==> config.mk <==
export PLATFORM = sky130hd
export DESIGN_NAME = alu
export DESIGN_NICKNAME = d
export VERILOG_FILES = /design/src/common/isa_pkg.sv /design/src/common/core_pkg.sv /design/src/rtl/execute/alu.sv
export SDC_FILE = /design/constraint.sdc
export NUM_CORES = 1
export LEC_CHECK = 0
export ABC_AREA = 1
export BUFFER_PORTS_ARGS = -buffer_cell sky130_fd_sc_hd__clkbuf_2
export CAP_MARGIN = 20
export CORE_MARGIN = 10
export CORE_UTILIZATION = 44
export DETAILED_ROUTE_END_ITERATION = 10
export PLACE_DENSITY_LB_ADDON = 0.25
export SYNTH_ARGS = -nofsm -noshare
export SYNTH_HDL_FRONTEND = slang
export SYNTH_SLANG_ARGS = --single-unit
==> constraint.sdc <==
create_clock -name vclk -period 4.3
set_input_delay 0.215 -clock vclk [all_inputs]
set_output_delay 0.215 -clock vclk [all_outputs]
set_load 0.1 [all_outputs]
==> src/common/isa_pkg.sv <==
package isa_pkg;

	// Datapath, instruction and PC width
	localparam int XLEN    = 16;
	localparam int REG_AW  = 3;
	localparam int DMEM_AW = 8;
	localparam int OPC_W   = 5;

	// JAL and JALR leave the return address here
	localparam logic [REG_AW-1:0] LINK_REG = 3'd7;

	// Sequential instructions advance by one 16-bit word
	localparam logic [XLEN-1:0] PC_STEP = 16'd2;

	// Instruction field positions
	localparam int OPC_HI    = 15;
	localparam int OPC_LO    = 11;
	localparam int RS_HI     = 10;
	localparam int RS_LO     = 8;
	localparam int RT_HI     = 7;
	localparam int RT_LO     = 5;
	localparam int RD_HI     = 4;
	localparam int RD_LO     = 2;
	localparam int FUNC_HI   = 1;
	localparam int FUNC_LO   = 0;
	localparam int IMM5_HI   = 4;
	localparam int IMM8_HI   = 7;
	localparam int DISP11_HI = 10;

	// Within each group of four the low two bits pick the variant
	typedef enum logic [OPC_W-1:0] {
		HALT    = 5'b00000,
		NOP     = 5'b00001,
		SIIC    = 5'b00010,
		RTI     = 5'b00011,
		J       = 5'b00100,
		JR      = 5'b00101,
		JAL     = 5'b00110,
		JALR    = 5'b00111,
		ADDI    = 5'b01000,
		SUBI    = 5'b01001,
		XORI    = 5'b01010,
		ANDNI   = 5'b01011,
		BEQZ    = 5'b01100,
		BNEZ    = 5'b01101,
		BLTZ    = 5'b01110,
		BGEZ    = 5'b01111,
		ST      = 5'b10000,
		LD      = 5'b10001,
		SLBI    = 5'b10010,
		STU     = 5'b10011,
		ROLI    = 5'b10100,
		SLLI    = 5'b10101,
		RORI    = 5'b10110,
		SRLI    = 5'b10111,
		LBI     = 5'b11000,
		BTR     = 5'b11001,
		ROT_R   = 5'b11010,
		ARITH_R = 5'b11011,
		SEQ     = 5'b11100,
		SLT     = 5'b11101,
		SLE     = 5'b11110,
		SCO     = 5'b11111
	} opcode_e;

endpackage

==> src/common/core_pkg.sv <==
package core_pkg;

	// Groups of four line up with the low two opcode bits
	typedef enum logic [3:0] {
		ADD    = 4'd0,
		SUB    = 4'd1,
		XOR    = 4'd2,
		ANDN   = 4'd3,
		ROL    = 4'd4,
		SLL    = 4'd5,
		ROR    = 4'd6,
		SRL    = 4'd7,
		SEQ    = 4'd8,
		SLT    = 4'd9,
		SLE    = 4'd10,
		SCO    = 4'd11,
		BTR    = 4'd12,
		SLBI   = 4'd13,
		PASS_B = 4'd14
	} alu_op_e;

	typedef enum logic [2:0] {IMM5_S, IMM5_Z, IMM8_S, IMM8_Z, DISP11_S} imm_sel_e;

	typedef enum logic [1:0] {DST_RT, DST_RD, DST_RS, DST_LINK} dst_sel_e;

	typedef enum logic [1:0] {WB_ALU, WB_MEM, WB_LINK} wb_sel_e;

	typedef enum logic [2:0] {BR_NONE, BR_EQZ, BR_NEZ, BR_LTZ, BR_GEZ} br_cond_e;

	typedef struct packed {
		alu_op_e  alu_op;
		logic     b_from_imm;
		imm_sel_e imm_sel;
		dst_sel_e dst_sel;
		wb_sel_e  wb_sel;
		logic     reg_write;
		logic     mem_write;
		br_cond_e br_cond;
		logic     jump;
		logic     jump_reg;
		logic     halt;
		logic     err;
	} ctrl_t;

	typedef struct packed {
		logic [isa_pkg::XLEN-1:0]   pc;
		logic [isa_pkg::XLEN-1:0]   next_pc;
		logic                       wb_en;
		logic [isa_pkg::REG_AW-1:0] wb_reg;
		logic [isa_pkg::XLEN-1:0]   wb_data;
		logic                       mem_we;
		logic                       halt;
		logic                       err;
	} retire_t;

endpackage

==> src/rtl/execute/alu.sv <==
`timescale 1ns/1ps

module alu (
	input  core_pkg::alu_op_e         i_op,
	input  logic [isa_pkg::XLEN-1:0]  i_a,
	input  logic [isa_pkg::XLEN-1:0]  i_b,
	output logic [isa_pkg::XLEN-1:0]  o_result
);

	logic [3:0]                 shamt;
	logic [2*isa_pkg::XLEN-1:0] rol_wide;
	logic [2*isa_pkg::XLEN-1:0] ror_wide;
	logic [isa_pkg::XLEN:0]     sum_wide;
	logic [isa_pkg::XLEN-1:0]   rev;

	assign shamt = i_b[3:0];

	// Rotates shift a doubled copy of a and keep one half
	assign rol_wide = {i_a, i_a} << shamt;
	assign ror_wide = {i_a, i_a} >> shamt;

	assign sum_wide = {1'b0, i_a} + {1'b0, i_b};

	always_comb begin
		for (int i = 0; i < isa_pkg::XLEN; i++) begin
			rev[i] = i_a[isa_pkg::XLEN-1-i];
		end
	end

	always_comb begin
		o_result = '0;
		case (i_op)
			core_pkg::ADD:    o_result = sum_wide[isa_pkg::XLEN-1:0];
			// Subtract is reversed, b minus a
			core_pkg::SUB:    o_result = i_b - i_a;
			core_pkg::XOR:    o_result = i_a ^ i_b;
			core_pkg::ANDN:   o_result = i_a & ~i_b;
			core_pkg::ROL:    o_result = rol_wide[2*isa_pkg::XLEN-1:isa_pkg::XLEN];
			core_pkg::SLL:    o_result = i_a << shamt;
			core_pkg::ROR:    o_result = ror_wide[isa_pkg::XLEN-1:0];
			core_pkg::SRL:    o_result = i_a >> shamt;
			core_pkg::SEQ:    o_result[0] = (i_a == i_b);
			core_pkg::SLT:    o_result[0] = ($signed(i_a) < $signed(i_b));
			core_pkg::SLE:    o_result[0] = ($signed(i_a) <= $signed(i_b));
			core_pkg::SCO:    o_result[0] = sum_wide[isa_pkg::XLEN];
			core_pkg::BTR:    o_result = rev;
			core_pkg::SLBI:   o_result = {i_a[7:0], 8'h00} | i_b;
			core_pkg::PASS_B: o_result = i_b;
			default:          o_result = '0;
		endcase
	end

endmodule

==> results.ini <==
[global_routing]
grtUsageMet3 = 0.0517
grt_busiest_layer = met2
antenna_found_initial = 0
met2_usage = 0.376
grt_use_total = 0.253
grt_first_pass_wirelength_microns = 34300
grt_max_degree = 47
grt_pass1_vias = 6477
use_met1 = 0.352
grt_overflow = 0

[synth]
muxShareOfSynthArea = 0
synth_cell_types = 37
netlist_instances = 1056
synth_simple_gate_area_share = 0.632
post-synth-top-area-fraction = 0.267
syn_nets = 1141
synthAdderAreaFrac = 0.124
syn_area_per_cell_sq_um = 4.81
synth-compound-area-share = 0.112
yosysSeqAreaShare = 0
yosysTopAreaCell = nand2_1
synth_xor_xnor_area_share = 0
synthesis.area_sq_um = 5080
synth_top_family_by_area = simple AND/OR/NAND/NOR gates
synth_area_leaders = nand2_1 27%, nand3_1 22%, ha_1 12%
yosysWarnings = 0

[sta]
fin_crit_ps = 3150
drv_slew = 0
layout_setup_ws_ps = 1150
maxSlewHeadroom = 0.385
rsz0062_at_grt = no
period_share = 0.733
hold_viol = 0
max_freq_ghz = 0.317
tightest_slew_ps = 920
setup-violations-final = 0
fin_setup_tns_ps = 0

[setup_path]
critPathLaunchType = primary input
cp_max_fo = 20
arrival_ps = 2940
end_kind = output pin
crit_required_ps = 4090
worstSetupPathType = primary input to output pin

[detailed_routing]
vias_per_cell = 6.13
vias = 7407
drc_errors = 0
ant_nets = 0
dr.pass1.iters = 8
wl_per_cell_microns = 18.3
wirelength_microns = 22100
dr.first_iter.drc_count = 1156

[layout]
drive_above_1_share = 0.0835
clock_buffers = 0
seq_area_sq_um = 0
area_growth_pct = 4.53
layout.cells.non_filler = 1209
layout_common_cells = 362 x nand2_1, 227 x nand3_1, 102 x inv_1, 92 x nor2_1, 57 x a21oi_1
seq_cells = 0
antenna-diode-count = 0
layout_commonest_cell = nand2_1
nNetsFinal = 1153
post-route-cell-area_sq_um = 5310

[place]
dp_hpwl_microns = 17400
placedCellCount = 1209
dp_slack_ps = 1220
placed_cell_area_sq_um = 5310
gp_congestion = 1.01
numPortBuffers = 52

[die]
die_w_microns = 127
dieHeight_microns = 127
coreArea_sq_um = 11400
io_pins = 52
row_count = 39
die_area_sq_um = 16300
start_util = 0.447

[clocking]
cts_hold_buf = 0
cts_resized = 0
cts_setup_buffers = 0

[flow_run]
cap_violations = 0

[power_and_ir_drop]
p_per_area_nw_per_um2 = 156
p_leak_nw = 3.07
ir_drop_mv = 0.102

[outcome]
outcome = completed

[hold_path]
min-delay-path-class = primary input to output pin

## power by group
group	total (mW)	switching [mW]	internal, mW
registers	0	0	0
clock network	0	0	0
logic	0.830	0.632	0.198
total	0.830	0.632	0.198
## metal layers
| metal | vias to the layer above | wire, microns | part of all wire |
|---|---|---|---|
| met4 | 0 | 1060 | 0.048 |
| li1 | 3479 | - | - |
| met5 | - | 0 | 0 |
| met3 | 93 | 3000 | 0.14 |
| met1 | 3267 | 8980 | 0.41 |
| met2 | 568 | 9060 | 0.41 |
## metrics by stage
stage	power, mW	utilization	hold slack (ps)
final	0.830	0.467	1120
after global routing	0.897	0.467	1170
after CTS	0.807	0.467	1120
after detailed placement	0.805	0.467	1120
after global placement	0.803	0.467	1120
after floorplan	0.606	-	1040
## synth_stat cells, types with 8 or more instances
master    instances
a21oi_1          57
buf_2            31
nand2_2          13
nor3_1           16
nor2_1           92
inv_1           102
ha_1             47
nand4_1          14
o21ai_0          25
nand3_1         227
nand2_1         362
clkbuf_1          8
## cell families (layout without fill, tap and decap cells)
kind of cell | count (synthesis) | after routing
AOI/OAI and AO/OA | 106 | 106
and+or+nand+nor | 742 | 742
adders and majority gates | 49 | 49
buffers and inverters | 159 | 169
## critical path, stage by stage
cell and delay (ps):
clkbuf_2 310, inv_4 320, ha_1 240, inv_1 100, fa_1 450, nand2_1 120
nand3_1 110, nand2_1 120, nand2_1 100, nand2_1 100, nand2_1 50, nand2_1 70
nand3_1 70, nand3_1 100, clkbuf_2 450
## layout make-up
class,count,area (sq um)
inverters,111,419
well taps,143,179
fillers,1357,6060
multi-input cells,897,4410
repair buffers,58,305
## path summary, 6_finish.rpt
kind	startpoint	to	depth (start not counted)
worst max-delay path	i_b[0]	o_result[8]	15
worst min-delay path	i_op[2]	o_result[0]	5
Note: power is estimated with default switching activity, not from simulation.
