===== config.mk =====
export PLATFORM = sky130hd
export DESIGN_NAME = control
export DESIGN_NICKNAME = d
export VERILOG_FILES = /design/src/common/isa_pkg.sv /design/src/common/core_pkg.sv /design/src/rtl/control/control.sv
export SDC_FILE = /design/constraint.sdc
export NUM_CORES = 1
export LEC_CHECK = 0
export BUFFER_PORTS_ARGS = -buffer_cell sky130_fd_sc_hd__buf_2
export CAP_MARGIN = 10
export CORE_AREA = 3 3 40 42
export DETAILED_ROUTE_END_ITERATION = 16
export DIE_AREA = 0 0 43 45
export SYNTH_ARGS = -nofsm -noshare
export SYNTH_HDL_FRONTEND = slang
export SYNTH_SLANG_ARGS = --single-unit

===== constraint.sdc =====
create_clock -name vclk -period 1
set_clock_uncertainty 0.2 [all_clocks]
set_input_delay 0.05 -clock vclk [all_inputs]
set_output_delay 0.05 -clock vclk [all_outputs]
set_load 0.1 [all_outputs]

===== src/common/isa_pkg.sv =====
package isa_pkg;

	// Datapath, instruction and PC width
	localparam int XLEN    = 16;
	localparam int REG_AW  = 3;
	localparam int DMEM_AW = 8;
	localparam int OPC_W   = 5;

	// JAL and JALR leave the return address here
	localparam logic [REG_AW-1:0] LINK_REG = 3'd7;

	// Sequential instructions advance by one 16-bit word
	localparam logic [XLEN-1:0] PC_STEP = 16'd2;

	// Instruction field positions
	localparam int OPC_HI    = 15;
	localparam int OPC_LO    = 11;
	localparam int RS_HI     = 10;
	localparam int RS_LO     = 8;
	localparam int RT_HI     = 7;
	localparam int RT_LO     = 5;
	localparam int RD_HI     = 4;
	localparam int RD_LO     = 2;
	localparam int FUNC_HI   = 1;
	localparam int FUNC_LO   = 0;
	localparam int IMM5_HI   = 4;
	localparam int IMM8_HI   = 7;
	localparam int DISP11_HI = 10;

	// Within each group of four the low two bits pick the variant
	typedef enum logic [OPC_W-1:0] {
		HALT    = 5'b00000,
		NOP     = 5'b00001,
		SIIC    = 5'b00010,
		RTI     = 5'b00011,
		J       = 5'b00100,
		JR      = 5'b00101,
		JAL     = 5'b00110,
		JALR    = 5'b00111,
		ADDI    = 5'b01000,
		SUBI    = 5'b01001,
		XORI    = 5'b01010,
		ANDNI   = 5'b01011,
		BEQZ    = 5'b01100,
		BNEZ    = 5'b01101,
		BLTZ    = 5'b01110,
		BGEZ    = 5'b01111,
		ST      = 5'b10000,
		LD      = 5'b10001,
		SLBI    = 5'b10010,
		STU     = 5'b10011,
		ROLI    = 5'b10100,
		SLLI    = 5'b10101,
		RORI    = 5'b10110,
		SRLI    = 5'b10111,
		LBI     = 5'b11000,
		BTR     = 5'b11001,
		ROT_R   = 5'b11010,
		ARITH_R = 5'b11011,
		SEQ     = 5'b11100,
		SLT     = 5'b11101,
		SLE     = 5'b11110,
		SCO     = 5'b11111
	} opcode_e;

endpackage


===== src/common/core_pkg.sv =====
package core_pkg;

	// Groups of four line up with the low two opcode bits
	typedef enum logic [3:0] {
		ADD    = 4'd0,
		SUB    = 4'd1,
		XOR    = 4'd2,
		ANDN   = 4'd3,
		ROL    = 4'd4,
		SLL    = 4'd5,
		ROR    = 4'd6,
		SRL    = 4'd7,
		SEQ    = 4'd8,
		SLT    = 4'd9,
		SLE    = 4'd10,
		SCO    = 4'd11,
		BTR    = 4'd12,
		SLBI   = 4'd13,
		PASS_B = 4'd14
	} alu_op_e;

	typedef enum logic [2:0] {IMM5_S, IMM5_Z, IMM8_S, IMM8_Z, DISP11_S} imm_sel_e;

	typedef enum logic [1:0] {DST_RT, DST_RD, DST_RS, DST_LINK} dst_sel_e;

	typedef enum logic [1:0] {WB_ALU, WB_MEM, WB_LINK} wb_sel_e;

	typedef enum logic [2:0] {BR_NONE, BR_EQZ, BR_NEZ, BR_LTZ, BR_GEZ} br_cond_e;

	typedef struct packed {
		alu_op_e  alu_op;
		logic     b_from_imm;
		imm_sel_e imm_sel;
		dst_sel_e dst_sel;
		wb_sel_e  wb_sel;
		logic     reg_write;
		logic     mem_write;
		br_cond_e br_cond;
		logic     jump;
		logic     jump_reg;
		logic     halt;
		logic     err;
	} ctrl_t;

	typedef struct packed {
		logic [isa_pkg::XLEN-1:0]   pc;
		logic [isa_pkg::XLEN-1:0]   next_pc;
		logic                       wb_en;
		logic [isa_pkg::REG_AW-1:0] wb_reg;
		logic [isa_pkg::XLEN-1:0]   wb_data;
		logic                       mem_we;
		logic                       halt;
		logic                       err;
	} retire_t;

endpackage


===== src/rtl/control/control.sv =====
`timescale 1ns/1ps

module control (
	input  isa_pkg::opcode_e i_opcode,
	output core_pkg::ctrl_t  o_ctrl
);

	core_pkg::ctrl_t ctrl;

	assign o_ctrl = ctrl;

	always_comb begin
		ctrl = '0;
		unique case (i_opcode)
			isa_pkg::HALT: begin
				ctrl.halt = 1'b1;
			end
			isa_pkg::NOP: begin
			end
			// No exception support, so these retire flagged and do nothing else
			isa_pkg::SIIC, isa_pkg::RTI: begin
				ctrl.err = 1'b1;
			end
			isa_pkg::J: begin
				ctrl.jump    = 1'b1;
				ctrl.imm_sel = core_pkg::DISP11_S;
			end
			isa_pkg::JAL: begin
				ctrl.jump      = 1'b1;
				ctrl.imm_sel   = core_pkg::DISP11_S;
				ctrl.reg_write = 1'b1;
				ctrl.dst_sel   = core_pkg::DST_LINK;
				ctrl.wb_sel    = core_pkg::WB_LINK;
			end
			// Target is rs + imm, formed by the ALU
			isa_pkg::JR: begin
				ctrl.jump_reg   = 1'b1;
				ctrl.b_from_imm = 1'b1;
				ctrl.imm_sel    = core_pkg::IMM8_S;
			end
			isa_pkg::JALR: begin
				ctrl.jump_reg   = 1'b1;
				ctrl.b_from_imm = 1'b1;
				ctrl.imm_sel    = core_pkg::IMM8_S;
				ctrl.reg_write  = 1'b1;
				ctrl.dst_sel    = core_pkg::DST_LINK;
				ctrl.wb_sel     = core_pkg::WB_LINK;
			end
			isa_pkg::ADDI, isa_pkg::SUBI: begin
				ctrl.alu_op     = core_pkg::alu_op_e'({2'b00, i_opcode[1:0]});
				ctrl.b_from_imm = 1'b1;
				ctrl.imm_sel    = core_pkg::IMM5_S;
				ctrl.reg_write  = 1'b1;
			end
			isa_pkg::XORI, isa_pkg::ANDNI: begin
				ctrl.alu_op     = core_pkg::alu_op_e'({2'b00, i_opcode[1:0]});
				ctrl.b_from_imm = 1'b1;
				ctrl.imm_sel    = core_pkg::IMM5_Z;
				ctrl.reg_write  = 1'b1;
			end
			isa_pkg::ROLI, isa_pkg::SLLI, isa_pkg::RORI, isa_pkg::SRLI: begin
				ctrl.alu_op     = core_pkg::alu_op_e'({2'b01, i_opcode[1:0]});
				ctrl.b_from_imm = 1'b1;
				ctrl.imm_sel    = core_pkg::IMM5_Z;
				ctrl.reg_write  = 1'b1;
			end
			isa_pkg::BEQZ: begin
				ctrl.br_cond = core_pkg::BR_EQZ;
				ctrl.imm_sel = core_pkg::IMM8_S;
			end
			isa_pkg::BNEZ: begin
				ctrl.br_cond = core_pkg::BR_NEZ;
				ctrl.imm_sel = core_pkg::IMM8_S;
			end
			isa_pkg::BLTZ: begin
				ctrl.br_cond = core_pkg::BR_LTZ;
				ctrl.imm_sel = core_pkg::IMM8_S;
			end
			isa_pkg::BGEZ: begin
				ctrl.br_cond = core_pkg::BR_GEZ;
				ctrl.imm_sel = core_pkg::IMM8_S;
			end
			isa_pkg::ST: begin
				ctrl.b_from_imm = 1'b1;
				ctrl.mem_write  = 1'b1;
			end
			isa_pkg::LD: begin
				ctrl.b_from_imm = 1'b1;
				ctrl.reg_write  = 1'b1;
				ctrl.wb_sel     = core_pkg::WB_MEM;
			end
			// Store, then write the effective address back to rs
			isa_pkg::STU: begin
				ctrl.b_from_imm = 1'b1;
				ctrl.mem_write  = 1'b1;
				ctrl.reg_write  = 1'b1;
				ctrl.dst_sel    = core_pkg::DST_RS;
			end
			isa_pkg::LBI, isa_pkg::SLBI: begin
				ctrl.alu_op     = (i_opcode == isa_pkg::LBI) ? core_pkg::PASS_B : core_pkg::SLBI;
				ctrl.b_from_imm = 1'b1;
				ctrl.imm_sel    = (i_opcode == isa_pkg::LBI) ? core_pkg::IMM8_S : core_pkg::IMM8_Z;
				ctrl.reg_write  = 1'b1;
				ctrl.dst_sel    = core_pkg::DST_RS;
			end
			isa_pkg::BTR: begin
				ctrl.alu_op    = core_pkg::BTR;
				ctrl.reg_write = 1'b1;
				ctrl.dst_sel   = core_pkg::DST_RD;
			end
			// Base op of the group; the func field fills in the low bits
			isa_pkg::ROT_R, isa_pkg::ARITH_R: begin
				ctrl.alu_op    = i_opcode[0] ? core_pkg::ADD : core_pkg::ROL;
				ctrl.reg_write = 1'b1;
				ctrl.dst_sel   = core_pkg::DST_RD;
			end
			isa_pkg::SEQ, isa_pkg::SLT, isa_pkg::SLE, isa_pkg::SCO: begin
				ctrl.alu_op    = core_pkg::alu_op_e'({2'b10, i_opcode[1:0]});
				ctrl.reg_write = 1'b1;
				ctrl.dst_sel   = core_pkg::DST_RD;
			end
		endcase
	end

endmodule


==> impl_metrics.py, run 1 <==
metrics = {
    "clock_tree": {
        "post-cts-setup-buffers": 5,
        "cts_hold_buf": 0,
        "cts_resized": 31,
    },
    "synth": {
        "syn_avg_cell_area_sq_um": 7.200,
        "synth_top_area_cell": "buf_6",
        "synth_warnings": 0,
        "synth_cell_types": 29,
        "synthTopCellsByArea": "buf_6 8.9%, a32o_1 7.9%, nor2b_1 6.6%",
        "synth_fp_nets": 58,
        "syn_area_sq_um": 381.6,
        "seq_area_frac_synth_pct": 0,
        "yosysTopAreaCellShare_pct": 8.852,
        "syn_inst": 53,
    },
    "placed_design": {
        "dp_hpwl_microns": 1391,
        "io_buffers": 26,
        "gp_congestion": 0.7848,
    },
    "outcome": {
        "lastStage": "4_1_cts",
        "stop_error": "[ERROR DPL-0033] detailed placement checks failed during check placement.",
        "run_status": "did not finish",
    },
    "floorplanning": {
        "die_h_microns": 45,
        "chipWidth_microns": 43,
        "start_util_pct": 29.70,
        "pin_count": 26,
        "rows": 13,
    },
}
cell usage after synthesis, types with 2 or more instances:
cell type	count
and3_1	2
a32o_1	3
nor4_1	2
nor2_2	2
o21ai_0	2
buf_6	3
o211ai_1	2
nor2b_1	4
nor3b_2	2
nand2_1	5
nor3_1	4
nand2b_1	2
and2_1	2
and2b_1	2
xor2_1	2
per-stage QoR:
step	utilization [%]	instance area [sq um]	setup slack (ps)	hold slack [ps]	std cells
after floorplan	-	595.6	-638.3	93.23	53
after global placement	88.71	1140	-342.0	390.2	114
after detailed placement	88.71	1140	-376.2	394.0	114
logic make-up after synthesis:
| kind of cell | Yosys count | share of synthesized area [%] |
|---|---|---|
| AO/OA/AOI/OAI | 14 | 30.17 |
| XOR/XNOR | 2 | 4.591 |
| AND/OR/NAND/NOR | 30 | 50.81 |
| buffers and inverters | 7 | 14.42 |
==> run 2, diff against run 1 <==
--- a/config.mk
+++ b/config.mk
@@ -7,9 +7,10 @@
 export LEC_CHECK = 0
 export BUFFER_PORTS_ARGS = -buffer_cell sky130_fd_sc_hd__buf_2
 export CAP_MARGIN = 10
-export CORE_AREA = 3 3 40 42
+export CORE_AREA = 3 3 64 66
 export DETAILED_ROUTE_END_ITERATION = 16
-export DIE_AREA = 0 0 43 45
+export DIE_AREA = 0 0 67 69
+export PLACE_DENSITY_LB_ADDON = 0.15
 export SYNTH_ARGS = -nofsm -noshare
 export SYNTH_HDL_FRONTEND = slang
 export SYNTH_SLANG_ARGS = --single-unit
==> run 2 against run 1 <==
The flow now finishes, with violations (negative setup slack). Area after synthesis is the same. Synthesized cell count is the same.
==> impl_metrics.py, run 2 <==
metrics = {
    "sta": {
        "finalHoldViolCount": 0,
        "fmax_mhz": 795.7,
        "setup-violations-final": 21,
        "finalCriticalPeriod_ps": 1257,
        "worstMarginPinSlew_ps": 320.3,
        "max-slew-margin-rel_pct": 78.48,
        "rsz0062_at_grt": "yes",
        "fin_ws_ps": -256.8,
        "min_period_over_period_pct": 125.7,
        "drv_slew": 0,
    },
    "synth": {
        "synthTopCellsByArea": "buf_6 8.9%, a32o_1 7.9%, nor2b_1 6.6%",
        "syn_area_sq_um": 381.6,
        "synth_most_common_cell": "nand2_1",
        "syn_inst": 53,
        "synth_fp_nets": 58,
        "synth_cell_types": 29,
        "synth_top_area_cell": "buf_6",
        "yosysTopAreaCellShare_pct": 8.852,
        "syn_avg_cell_area_sq_um": 7.200,
        "seq_area_frac_synth_pct": 0,
        "synth_common_cells": "5 x nand2_1, 4 x nor2b_1, 4 x nor3_1",
        "synth_warnings": 0,
    },
    "setup_path": {
        "required_ps": 750,
        "criticalPathCategory": "in -> out",
        "arrival_ps": 1010,
        "worst_setup_path_end_kind": "output pin",
        "cp_max_fo": 3,
        "start_kind": "primary input",
    },
    "detailed_routing": {
        "wl_microns": 1727,
        "drtIter0Drc": 6,
        "firstDrtPassIters": 2,
        "vias": 599,
        "viasPerCell": 3.865,
        "wl_per_cell_microns": 11.14,
        "drtAntennaViolNets": 0,
        "drc": 0,
    },
    "layout": {
        "final_area_sq_um": 1436,
        "nNetsFinal": 114,
        "ff_latch_area_sq_um": 0,
        "nFlopsAndLatches": 0,
        "final_layout_size_suffix_gt1_share_pct": 87.85,
        "n_antenna_cell": 0,
        "final_cell_mix": "25 x buf_12, 21 x buf_4, 10 x buf_6",
        "nClkBuffers": 0,
        "fillCellCount": 362,
        "final_core_util_pct": 39.53,
        "area_growth_pct": 276.4,
        "layout.cells.most_common": "buf_12",
    },
    "global_route": {
        "grt_max_degree": 12,
        "globalRouteOverflowTotal": 0,
        "first_global_vias": 619,
        "grt_pass1_wl_microns": 3049,
        "track_usage_pct": 8.065,
        "antenna_found_initial": 0,
    },
    "pwr": {
        "power_density_nw_per_um2": 622.3,
        "total_power_mw": 0.8939,
        "p_leak_nw": 0.6067,
        "peakVddDrop_v": 0.0001967,
    },
    "placed_design": {
        "dpl_cell_area_sq_um": 1186,
        "dp_hpwl_microns": 1464,
        "gp_congestion": 0.7129,
        "io_buffers": 26,
    },
    "floorplanning": {
        "rows": 22,
        "core_sq_um": 3633,
        "die_h_microns": 69,
        "die-area_sq_um": 4623,
        "pin_count": 26,
        "chipWidth_microns": 67,
        "start_util_pct": 10.50,
    },
    "outcome": {
        "run_status": "finished with violations",
        "violations": "negative setup slack",
    },
    "clock_tree": {
        "cts_hold_buf": 0,
    },
    "run": {
        "maxCapViolCount": 0,
    },
    "hold_path": {
        "hp-class": "in -> out",
    },
}
[run 2: power by group]
part           switching (mW)  internal [mW]
clock                       0              0
combinational           0.510          0.384
sequential                  0              0
[run 2: kinds of logic (layout without fill, tap and decap cells)]
logic type / Yosys count / count (layout) / share of synthesized area, %
AO/OA/AOI/OAI: 14 / 14 / 30.17
XOR/XNOR: 2 / 2 / 4.591
buffers and inverters: 7 / 61 / 14.42
AND/OR/NAND/NOR: 30 / 30 / 50.81
[run 2: final cells by class]
cell class	count	area, sq um	share of cell area (%)
multi-input cells	46	541.8	37.72
inverters	1	3.754	0.2613
repair buffers	60	830.8	57.84
well taps	48	60.06	4.181
[run 2: metal layers]
layer,vias up,GRT usage (%),wire (microns)
met2,13,14.63,922
met3,0,0.3257,37
met1,278,10.97,767
li1,308,-,-
met5,-,0,0
met4,0,0,0
[run 2: path summary, 6_finish.rpt]
check / start / to / depth (start not counted)
worst max-delay path: i_opcode[2] / o_ctrl[11] / 6
worst min-delay path: i_opcode[3] / o_ctrl[1] / 4
[run 2: per-stage QoR]
stage	TNS (ps)	hold slack, ps	setup slack [ps]	std cells
global placement	-6076	422.1	-351.6	146
global route	-4867	333.5	-301.8	155
CTS	-4304	320.7	-276.2	153
finish	-3894	314.9	-256.8	155
floorplan	-4977	93.23	-638.3	53
detailed placement	-6107	414.6	-381.8	146
[run 2: timing repair]
action | 4_1_cts | 5_1_grt
pin swaps | 11 | 4
endpoints found under the setup margin | 21 | 21
gates resized for setup | 41 | 5
setup buffers | 7 | 3
[run 2: worst max-delay path, cell delays in order]
cell,delay (ps)
buf_6,100
or2_4,240
buf_6,130
o211ai_1,240
nand2b_4,80
buf_12,170
(Power assumes the default switching activity.)
