## src/common/isa_pkg.sv

```systemverilog
package isa_pkg;

	// Datapath, instruction and PC width
	localparam int XLEN    = 16;
	localparam int REG_AW  = 3;
	localparam int DMEM_AW = 8;
	localparam int OPC_W   = 5;

	// JAL and JALR leave the return address here
	localparam logic [REG_AW-1:0] LINK_REG = 3'd7;

	// Sequential instructions advance by one 16-bit word
	localparam logic [XLEN-1:0] PC_STEP = 16'd2;

	// Instruction field positions
	localparam int OPC_HI    = 15;
	localparam int OPC_LO    = 11;
	localparam int RS_HI     = 10;
	localparam int RS_LO     = 8;
	localparam int RT_HI     = 7;
	localparam int RT_LO     = 5;
	localparam int RD_HI     = 4;
	localparam int RD_LO     = 2;
	localparam int FUNC_HI   = 1;
	localparam int FUNC_LO   = 0;
	localparam int IMM5_HI   = 4;
	localparam int IMM8_HI   = 7;
	localparam int DISP11_HI = 10;

	// Within each group of four the low two bits pick the variant
	typedef enum logic [OPC_W-1:0] {
		HALT    = 5'b00000,
		NOP     = 5'b00001,
		SIIC    = 5'b00010,
		RTI     = 5'b00011,
		J       = 5'b00100,
		JR      = 5'b00101,
		JAL     = 5'b00110,
		JALR    = 5'b00111,
		ADDI    = 5'b01000,
		SUBI    = 5'b01001,
		XORI    = 5'b01010,
		ANDNI   = 5'b01011,
		BEQZ    = 5'b01100,
		BNEZ    = 5'b01101,
		BLTZ    = 5'b01110,
		BGEZ    = 5'b01111,
		ST      = 5'b10000,
		LD      = 5'b10001,
		SLBI    = 5'b10010,
		STU     = 5'b10011,
		ROLI    = 5'b10100,
		SLLI    = 5'b10101,
		RORI    = 5'b10110,
		SRLI    = 5'b10111,
		LBI     = 5'b11000,
		BTR     = 5'b11001,
		ROT_R   = 5'b11010,
		ARITH_R = 5'b11011,
		SEQ     = 5'b11100,
		SLT     = 5'b11101,
		SLE     = 5'b11110,
		SCO     = 5'b11111
	} opcode_e;

endpackage

```

## src/common/core_pkg.sv

```systemverilog
package core_pkg;

	// Groups of four line up with the low two opcode bits
	typedef enum logic [3:0] {
		ADD    = 4'd0,
		SUB    = 4'd1,
		XOR    = 4'd2,
		ANDN   = 4'd3,
		ROL    = 4'd4,
		SLL    = 4'd5,
		ROR    = 4'd6,
		SRL    = 4'd7,
		SEQ    = 4'd8,
		SLT    = 4'd9,
		SLE    = 4'd10,
		SCO    = 4'd11,
		BTR    = 4'd12,
		SLBI   = 4'd13,
		PASS_B = 4'd14
	} alu_op_e;

	typedef enum logic [2:0] {IMM5_S, IMM5_Z, IMM8_S, IMM8_Z, DISP11_S} imm_sel_e;

	typedef enum logic [1:0] {DST_RT, DST_RD, DST_RS, DST_LINK} dst_sel_e;

	typedef enum logic [1:0] {WB_ALU, WB_MEM, WB_LINK} wb_sel_e;

	typedef enum logic [2:0] {BR_NONE, BR_EQZ, BR_NEZ, BR_LTZ, BR_GEZ} br_cond_e;

	typedef struct packed {
		alu_op_e  alu_op;
		logic     b_from_imm;
		imm_sel_e imm_sel;
		dst_sel_e dst_sel;
		wb_sel_e  wb_sel;
		logic     reg_write;
		logic     mem_write;
		br_cond_e br_cond;
		logic     jump;
		logic     jump_reg;
		logic     halt;
		logic     err;
	} ctrl_t;

	typedef struct packed {
		logic [isa_pkg::XLEN-1:0]   pc;
		logic [isa_pkg::XLEN-1:0]   next_pc;
		logic                       wb_en;
		logic [isa_pkg::REG_AW-1:0] wb_reg;
		logic [isa_pkg::XLEN-1:0]   wb_data;
		logic                       mem_we;
		logic                       halt;
		logic                       err;
	} retire_t;

endpackage

```

## src/rtl/issue_ctrl.sv

```systemverilog
`timescale 1ns/1ps

module issue_ctrl (
	input  logic                       i_clk,
	input  logic                       i_arst_n,
	input  logic                       i_req,
	input  logic [isa_pkg::XLEN-1:0]   i_instr,
	input  core_pkg::ctrl_t            i_ctrl,
	input  logic [isa_pkg::XLEN-1:0]   i_rs_data,
	input  logic [isa_pkg::XLEN-1:0]   i_alu_result,
	input  logic [isa_pkg::XLEN-1:0]   i_mem_rdata,
	output logic                       o_ack,
	output logic                       o_halted,
	output logic [isa_pkg::XLEN-1:0]   o_instr_q,
	output logic                       o_reg_we,
	output logic [isa_pkg::REG_AW-1:0] o_waddr,
	output logic [isa_pkg::XLEN-1:0]   o_wdata,
	output logic                       o_mem_we,
	output core_pkg::retire_t          o_retire
);

	logic [isa_pkg::XLEN-1:0] instr_q;
	logic [isa_pkg::XLEN-1:0] pc_q;
	logic [isa_pkg::XLEN-1:0] pc_plus2;
	logic [isa_pkg::XLEN-1:0] br_off;
	logic [isa_pkg::XLEN-1:0] j_off;
	logic [isa_pkg::XLEN-1:0] next_pc;
	logic                     ack_q;
	logic                     halted_q;
	logic                     exec;
	logic                     wr_ok;
	logic                     br_taken;
	core_pkg::retire_t        retire_q;

	assign exec = i_req && !ack_q && !halted_q;
	assign wr_ok = exec && !i_ctrl.err;

	// Follows the port while no transfer is open and freezes once o_ack is up
	always_ff @(posedge i_clk) begin
		if (!ack_q) begin
			instr_q <= i_instr;
		end
	end
	assign o_instr_q = ack_q ? instr_q : i_instr;

	assign pc_plus2 = pc_q + isa_pkg::PC_STEP;
	assign br_off = {{(isa_pkg::XLEN-isa_pkg::IMM8_HI-1){o_instr_q[isa_pkg::IMM8_HI]}},
		o_instr_q[isa_pkg::IMM8_HI:0]};
	assign j_off = {{(isa_pkg::XLEN-isa_pkg::DISP11_HI-1){o_instr_q[isa_pkg::DISP11_HI]}},
		o_instr_q[isa_pkg::DISP11_HI:0]};

	always_comb begin
		case (i_ctrl.br_cond)
			core_pkg::BR_EQZ: br_taken = (i_rs_data == '0);
			core_pkg::BR_NEZ: br_taken = (i_rs_data != '0);
			core_pkg::BR_LTZ: br_taken = i_rs_data[isa_pkg::XLEN-1];
			core_pkg::BR_GEZ: br_taken = !i_rs_data[isa_pkg::XLEN-1];
			default:          br_taken = 1'b0;
		endcase
	end

	always_comb begin
		if (i_ctrl.jump_reg) begin
			next_pc = i_alu_result;
		end else if (i_ctrl.jump) begin
			next_pc = pc_plus2 + j_off;
		end else if (br_taken) begin
			next_pc = pc_plus2 + br_off;
		end else begin
			next_pc = pc_plus2;
		end
	end

	always_comb begin
		unique case (i_ctrl.dst_sel)
			core_pkg::DST_RT:   o_waddr = o_instr_q[isa_pkg::RT_HI:isa_pkg::RT_LO];
			core_pkg::DST_RD:   o_waddr = o_instr_q[isa_pkg::RD_HI:isa_pkg::RD_LO];
			core_pkg::DST_RS:   o_waddr = o_instr_q[isa_pkg::RS_HI:isa_pkg::RS_LO];
			core_pkg::DST_LINK: o_waddr = isa_pkg::LINK_REG;
		endcase
		case (i_ctrl.wb_sel)
			core_pkg::WB_MEM:  o_wdata = i_mem_rdata;
			core_pkg::WB_LINK: o_wdata = pc_plus2;
			default:           o_wdata = i_alu_result;
		endcase
	end

	assign o_reg_we = wr_ok && i_ctrl.reg_write;
	assign o_mem_we = wr_ok && i_ctrl.mem_write;

	always_ff @(posedge i_clk or negedge i_arst_n) begin
		if (!i_arst_n) begin
			pc_q     <= '0;
			ack_q    <= 1'b0;
			halted_q <= 1'b0;
			retire_q <= '0;
		end else if (exec) begin
			ack_q            <= 1'b1;
			pc_q             <= next_pc;
			halted_q         <= i_ctrl.halt;
			retire_q.pc      <= pc_q;
			retire_q.next_pc <= next_pc;
			retire_q.wb_en   <= o_reg_we;
			// Register fields read zero when nothing was written
			retire_q.wb_reg  <= o_reg_we ? o_waddr : '0;
			retire_q.wb_data <= o_reg_we ? o_wdata : '0;
			retire_q.mem_we  <= o_mem_we;
			retire_q.halt    <= i_ctrl.halt;
			retire_q.err     <= i_ctrl.err;
		end else if (!i_req) begin
			ack_q <= 1'b0;
		end
	end

	assign o_ack = ack_q;
	assign o_halted = halted_q;
	assign o_retire = retire_q;

endmodule

```

## config.mk

```make
export PLATFORM = sky130hd
export DESIGN_NAME = issue_ctrl
export DESIGN_NICKNAME = d
export VERILOG_FILES = /design/src/common/isa_pkg.sv /design/src/common/core_pkg.sv /design/src/rtl/issue_ctrl.sv
export SDC_FILE = /design/constraint.sdc
export NUM_CORES = 1
export LEC_CHECK = 0
export BUFFER_PORTS_ARGS = -buffer_cell sky130_fd_sc_hd__buf_2
export CAP_MARGIN = 0
export CORE_MARGIN = 1.5
export CORE_UTILIZATION = 48
export DETAILED_ROUTE_END_ITERATION = 6
export GPL_ROUTABILITY_DRIVEN = 0
export PLACE_DENSITY = 0.79
export SLEW_MARGIN = 20
export SYNTH_ARGS = -nofsm -noshare
export SYNTH_HDL_FRONTEND = slang
export SYNTH_SLANG_ARGS = --single-unit
```

## constraint.sdc

```tcl
create_clock -name i_clk -period 11.84 [get_ports i_clk]
set_clock_uncertainty 0.15 [all_clocks]
set_input_delay 2.368 -clock i_clk [delete_from_list [all_inputs] [get_ports i_clk]]
set_output_delay 2.368 -clock i_clk [all_outputs]
set_load 0.02 [all_outputs]
```

==> impl_metrics.toml, run 1 <==
[status]
outcome = "finished with violations"
violations = "design-rule violations"

[detailed_routing]
wl_per_cell_microns = 17.6
drc_errors = 1
via_count = 4807
drt_wl_total_mm = 14.6
first_iter_violations = 372
viasPerCell = 5.79
drtAntennaViolNets = 0
first_pass_iters = 7

[die]
dieArea_sq_mm = 0.0104
floorplan.initialDensity = 0.503
ios = 182
die_w_microns = 102
die_height_microns = 102
row_count = 35
core_sq_mm = 0.00937

[timing]
hold_viol = 0
rsz0062_at_grt = "false"
tightest_slew_ps = 879
finalCritPeriodShare = 0.551
fmax_ghz = 0.153
min_period_ps = 6530
fin_tns_setup_ps = 0
relSlewSlack = 0.414
setup_slack_ps = 5310
final-setup-viol-count = 0
slew_viol_final = 0

[worst_setup_path]
path_class = "input pin to primary output"
cp-end-kind = "primary output"
cp.arrival_ps = 4010
worst_setup_path_start_kind = "input pin"
crit_required_ps = 9320
cp_max_fo = 32

[clock_network]
clk_latency_ps = 350
cts_buffers = 9
cts_tree = "done"
cts_setup_buffers = 0
root_buffer = "clkbuf_8"
post_cts_resized = 0
clk_pin_slew_ps = 70
clock_path_buffers = 2
htree_levels = 3
clock_sinks = 72
postCtsHoldBufs = 0

[global_route]
grt_pass1_wl_mm = 22.3
grt_max_degree = 68
first_global_vias = 4517
antenna_found_initial = 0
gr-total-overflow = 0
grtUsageTotal = 0.277

[logic_synthesis]
synth.avg_cell_area_sq_um = 8.74
ys_ff_latch = 72
synth_async_sr_flop_share = 0.778
synthCells = 539
synth-edff-count = 0
yosys_most_used_dff = "dfrtp_1"
ys_seq_area_frac = 0.365
synth_area_sq_mm = 0.00471
ys_types = 64
yosysWarnings = 0
syn_nets = 652

[cells_and_area]
final_area_sq_mm = 0.00582
fin_nets = 809
syn2layout_area_growth_pct = 23.4
final_cell_mix = "buf_2 (173), nand2_1 (103), dfrtp_1 (56), o21ai_0 (49), xnor2_1 (26)"
multi_input_area_sq_mm = 0.00283
drive_above_1_share = 0.315
final_common_cell = "buf_2"
ff_latch_area_sq_mm = 0.00172
fill_cells = 853
diodes = 0

[power]
p_comb_frac = 0.191
irDropWorstVdd_uv = 50.9
leakagePower_nw = 3.05
power.internal_uw = 363
p_seq_frac = 0.471
powerDensity_mw_per_mm2 = 90.6
swShare = 0.312
power_switching_uw = 165
p_clk_frac = 0.338

[placed_design]
placed_area_sq_mm = 0.00564
dp_slack_ps = 5330
port_buffers = 173
dp_hpwl_mm = 11.2

[run]
max-cap-violations = 0

[hold_path]
hp-class = "flop to flop"
==> kinds of logic after synthesis <==
group                      share of synthesized area
AOI/OAI and AO/OA                              0.234
buffers and inverters                         0.0345
DFF                                            0.365
adders and majority gates                     0.0727
xor gates and xnor gates                      0.0611
muxes                                         0.0581
and+or+nand+nor                                0.174
==> state kept, by name (all words and copies together), names as in the netlist <==
signal    count
o_retire     55
o_ack         1
instr_q      16
==> cell type report <==
cell class | count | share of cell area
inverter | 11 | 0.00710
timing repair buffer | 175 | 0.151
tap | 129 | 0.0277
multi-input combinational | 427 | 0.487
sequential | 72 | 0.296
clock inverter | 7 | 0.00946
clock buffer | 9 | 0.0213
==> through the flow <==
step,std cells,hold WS [ps],util,power (mW)
global placement,814,300,0.602,0.350
finish,830,327,0.621,0.527
CTS,830,327,0.621,0.529
detailed placement,814,309,0.602,0.353
global route,830,341,0.621,0.550
floorplan,539,385,-,0.312
==> final timing paths <==
path | slack, ps | cells after the start | start | endpoint
min | 330 | 1 | instr_q[11] | instr_q[11]
max reg2reg | 7000 | 12 | o_ack | o_retire[38]
min in group asynchronous | 2000 | 2 | i_arst_n | o_retire[4]
max | 5310 | 5 | i_ctrl[9] | o_wdata[7]
min reg2reg | 330 | 1 | instr_q[11] | instr_q[11]
max in group asynchronous | 9050 | 2 | i_arst_n | o_retire[19]
==> cell usage after synthesis (all sizes together), types with 4 or more instances <==
library cell,count,area share
inv,10,0.0080
a211oi,4,0.0074
nor3,5,0.0053
and3,6,0.0080
nand2,103,0.082
mux2,13,0.032
a311oi,5,0.011
dfxtp,16,0.068
nand3,13,0.016
a22oi,19,0.030
nor2,25,0.020
mux2i,12,0.026
dfrtp,56,0.30
xnor2,27,0.052
nand4,4,0.0053
clkbuf,24,0.019
a21o,10,0.016
xor2,5,0.0093
and2,7,0.0098
a21oi,24,0.028
nor4,4,0.0053
o21ai,57,0.061
ha,24,0.064
a22o,19,0.035
buf,5,0.0066
or3,6,0.010
==> power by group through the flow <==
stage / logic [mW] / registers [mW] / clock network, mW
finish: 0.101 / 0.249 / 0.178
global route: 0.109 / 0.249 / 0.192
CTS: 0.0997 / 0.249 / 0.181
detailed placement: 0.0992 / 0.254 / 0
global placement: 0.0969 / 0.253 / 0
floorplan: 0.0589 / 0.253 / 0
==> per-layer routing <==
layer  vias up  global-route usage  share of wire
li1       2257                   -              -
met1      2271               0.349           0.40
met2       238               0.468           0.49
met3        41              0.0499          0.079
met4         0               0.119          0.032
met5         -                   0              0
==> worst max-delay path, stage by stage <==
cell and delay [ps]:
buf_2 90, inv_1 40, ha_1 860, o21ai_0 390
buf_2 260
No activity file was read; power rests on OpenSTA's default activity.
==> inputs of run 2 (changes only) <==
--- a/config.mk
+++ b/config.mk
@@ -5,13 +5,14 @@
 export SDC_FILE = /design/constraint.sdc
 export NUM_CORES = 1
 export LEC_CHECK = 0
+export ABC_AREA = 1
 export BUFFER_PORTS_ARGS = -buffer_cell sky130_fd_sc_hd__buf_2
 export CAP_MARGIN = 0
 export CORE_MARGIN = 1.5
-export CORE_UTILIZATION = 48
+export CORE_UTILIZATION = 46
 export DETAILED_ROUTE_END_ITERATION = 6
 export GPL_ROUTABILITY_DRIVEN = 0
-export PLACE_DENSITY = 0.79
+export PLACE_DENSITY = 0.78
 export SLEW_MARGIN = 20
 export SYNTH_ARGS = -nofsm -noshare
 export SYNTH_HDL_FRONTEND = slang
==> constraint.sdc (replaced) <==
create_clock -name i_clk -period 5.32 [get_ports i_clk]
set_clock_uncertainty 0.15 [all_clocks]
set_input_delay 1.064 -clock i_clk [delete_from_list [all_inputs] [get_ports i_clk]]
set_output_delay 1.064 -clock i_clk [all_outputs]
set_load 0.02 [all_outputs]
==> run 2 against run 1 <==
Effect of this change: the flow now finishes without violations; hold slack lost 28 ps; final area up 8.8%; core utilization is 3.9 points lower; combinational power rose to 20 times the previous value; first-iteration DRC count is 4.3% higher; clock power rose to 2.7 times the previous value; critical endpoint is now o_waddr[2].
==> impl_metrics.toml, run 2 <==
[status]
outcome = "complete, no violations"

[clock_network]
root_buffer = "clkbuf_8"
postCtsHoldBufs = 0
clk_latency_ps = 350
cts_setup_buffers = 0
post_cts_resized = 0
clock_path_buffers = 2
htree_levels = 3
cts_tree = "done"
clock_sinks = 72
clk_pin_slew_ps = 80
cts_buffers = 9

[detailed_routing]
drtAntennaViolNets = 0
first_pass_iters = 5
drt_wl_total_mm = 14.7
wl_per_cell_microns = 14.0
via_count = 5506
viasPerCell = 5.25
drc_errors = 0
first_iter_violations = 388

[logic_synthesis]
synth_async_sr_flop_share = 0.778
synth.avg_cell_area_sq_um = 6.98
ys_ff_latch = 72
synth_common_cells = "nand2_1 (219), nor2_1 (71), inv_1 (69), dfrtp_1 (56), a21oi_1 (54)"
ys_types = 48
synth_top_cell_area_share = 0.271
synth.area.top_cells = "dfrtp_1 (27%), nand2_1 (16%), dfxtp_1 (6.2%)"
ys_seq_area_frac = 0.333
syn_nets = 855
synth-edff-count = 0
synthCells = 742
yosysMostFrequentCell = "nand2_1"
yosys_most_used_dff = "dfrtp_1"
yosysWarnings = 0
synth_area_sq_mm = 0.00518
yosys.area.top_type = "dfrtp_1"

[timing]
rsz0062_at_grt = "false"
fin_tns_setup_ps = 0
finalCritPeriodShare = 0.733
final-setup-viol-count = 0
slew_viol_final = 0
tightest_slew_ps = 787
relSlewSlack = 0.475
setup_slack_ps = 1420
fmax_ghz = 0.256
hold_viol = 0
min_period_ps = 3900

[global_route]
grtUsageTotal = 0.250
first_global_vias = 4909
antenna_found_initial = 0
gr-total-overflow = 0
grt_pass1_wl_mm = 23.3
grt_max_degree = 79

[cells_and_area]
drive_above_1_share = 0.260
fin_util = 0.581
final_cell_mix = "nand2_1 (219), buf_2 (173), nor2_1 (71), inv_1 (69), dfrtp_1 (56)"
syn2layout_area_growth_pct = 22.3
fin_nets = 1018
largest_reg_flops = 55
diodes = 0
final_common_cell = "nand2_1"

[worst_setup_path]
cp_max_fo = 21
cp.arrival_ps = 2690
r2r.worst_path.cells = 17
path_class = "flop to primary output"
cp-end-kind = "primary output"
rrSetupSlack_ps = 1580
r2r_end = "o_retire[33]"
worst_setup_path_start_kind = "flop"
reg2reg_from = "o_ack"
crit_required_ps = 4110

[placed_design]
port_buffers = 173
dp_hpwl_mm = 11.4
dp_slack_ps = 1610

[die]
die_height_microns = 109
ios = 182
floorplan.initialDensity = 0.475
row_count = 38
dieArea_sq_mm = 0.0119
core_sq_mm = 0.0109
die_w_microns = 109

[power]
finalPower_mw = 3.31
irDropWorstVdd_uv = 296
powerDensity_mw_per_mm2 = 523
leakagePower_nw = 3.47

[hold_path]
worst_hold_path.num_cells = 2
worstHoldEndpoint = "instr_q[13]"
hp-class = "flop to flop"
hold_start = "instr_q[13]"

[run]
max-cap-violations = 0
-- run 2: changes by cell type in the layout (fill, tap and decap cells not counted), moves of 8 or more --
cell,change
a21o_1,-9
mux2_2,-12
nor2_1,+46
nand2_2,+17
a21oi_1,+31
mux2i_1,-11
nand2_1,+116
nand3_1,+35
nand4_1,+8
o21ai_0,-21
inv_1,+59
xnor2_1,-23
a22oi_1,-10
-- run 2: routing by layer --
metal | GRT usage | wire (microns) | vias to the layer above
li1 | - | - | 2778
met1 | 0.330 | 6520 | 2506
met2 | 0.404 | 6830 | 187
met3 | 0.0508 | 970 | 35
met4 | 0.0883 | 384 | 0
met5 | 0 | 0 | -
-- run 2: cell families (layout without fill, tap and decap cells) --
kind of cell / count (synthesis) / after routing / synth area share
xor gates and xnor gates: 14 / 14 / 0.0237
adders and majority gates: 25 / 25 / 0.0619
DFF: 72 / 72 / 0.333
AOI/OAI and AO/OA: 140 / 140 / 0.169
and+or+nand+nor: 390 / 390 / 0.331
buffers and inverters: 101 / 268 / 0.0822
-- run 2: final cells by class --
type | instances | area [sq um]
Inverter | 75 | 282
Tap cell | 140 | 175
Sequential cell | 72 | 1720
Clock inverter | 5 | 81.3
Multi-Input combinational cell | 569 | 3030
Timing Repair Buffer | 178 | 903
Clock buffer | 10 | 138
Fill cell | 1045 | 4560
-- run 2: worst max path at each step --
stage | startpoint | endpoint | slack (ps) | cells past startpoint
6_report | o_ack | o_waddr[2] | 1420 | 6
5_1_grt | o_ack | o_waddr[2] | 1160 | 6
4_1_cts | o_ack | o_waddr[2] | 1400 | 6
3_5_place_dp | o_ack | o_retire[33] | 1610 | 17
3_3_place_gp | o_ack | o_retire[35] | 1620 | 19
2_1_floorplan | i_ctrl[9] | o_wdata[11] | 1790 | 6
-- run 2: report_power, final --
group / total [mW] / leakage, nW / internal [mW] / switching [mW]
Sequential: 0.834 / 0.838 / 0.699 / 0.135
Clock: 0.489 / 0.108 / 0.274 / 0.214
Combinational: 1.99 / 2.52 / 0.679 / 1.31
-- run 2: critical path: stages, from the launching register on --
cell and delay, ps:
dfrtp_1 860, inv_1 460, nand2_1 150, nand2_1 270, o21ai_0 250, nand3_1 150
buf_2 190
-- run 2: through the flow --
stage	hold slack (ps)	instance area [sq um]	cells
6_report	299	6330	1049
5_1_grt	330	6330	1049
4_1_cts	303	6330	1049
3_5_place_dp	284	6110	1034
3_3_place_gp	281	6110	1034
2_1_floorplan	385	5180	742
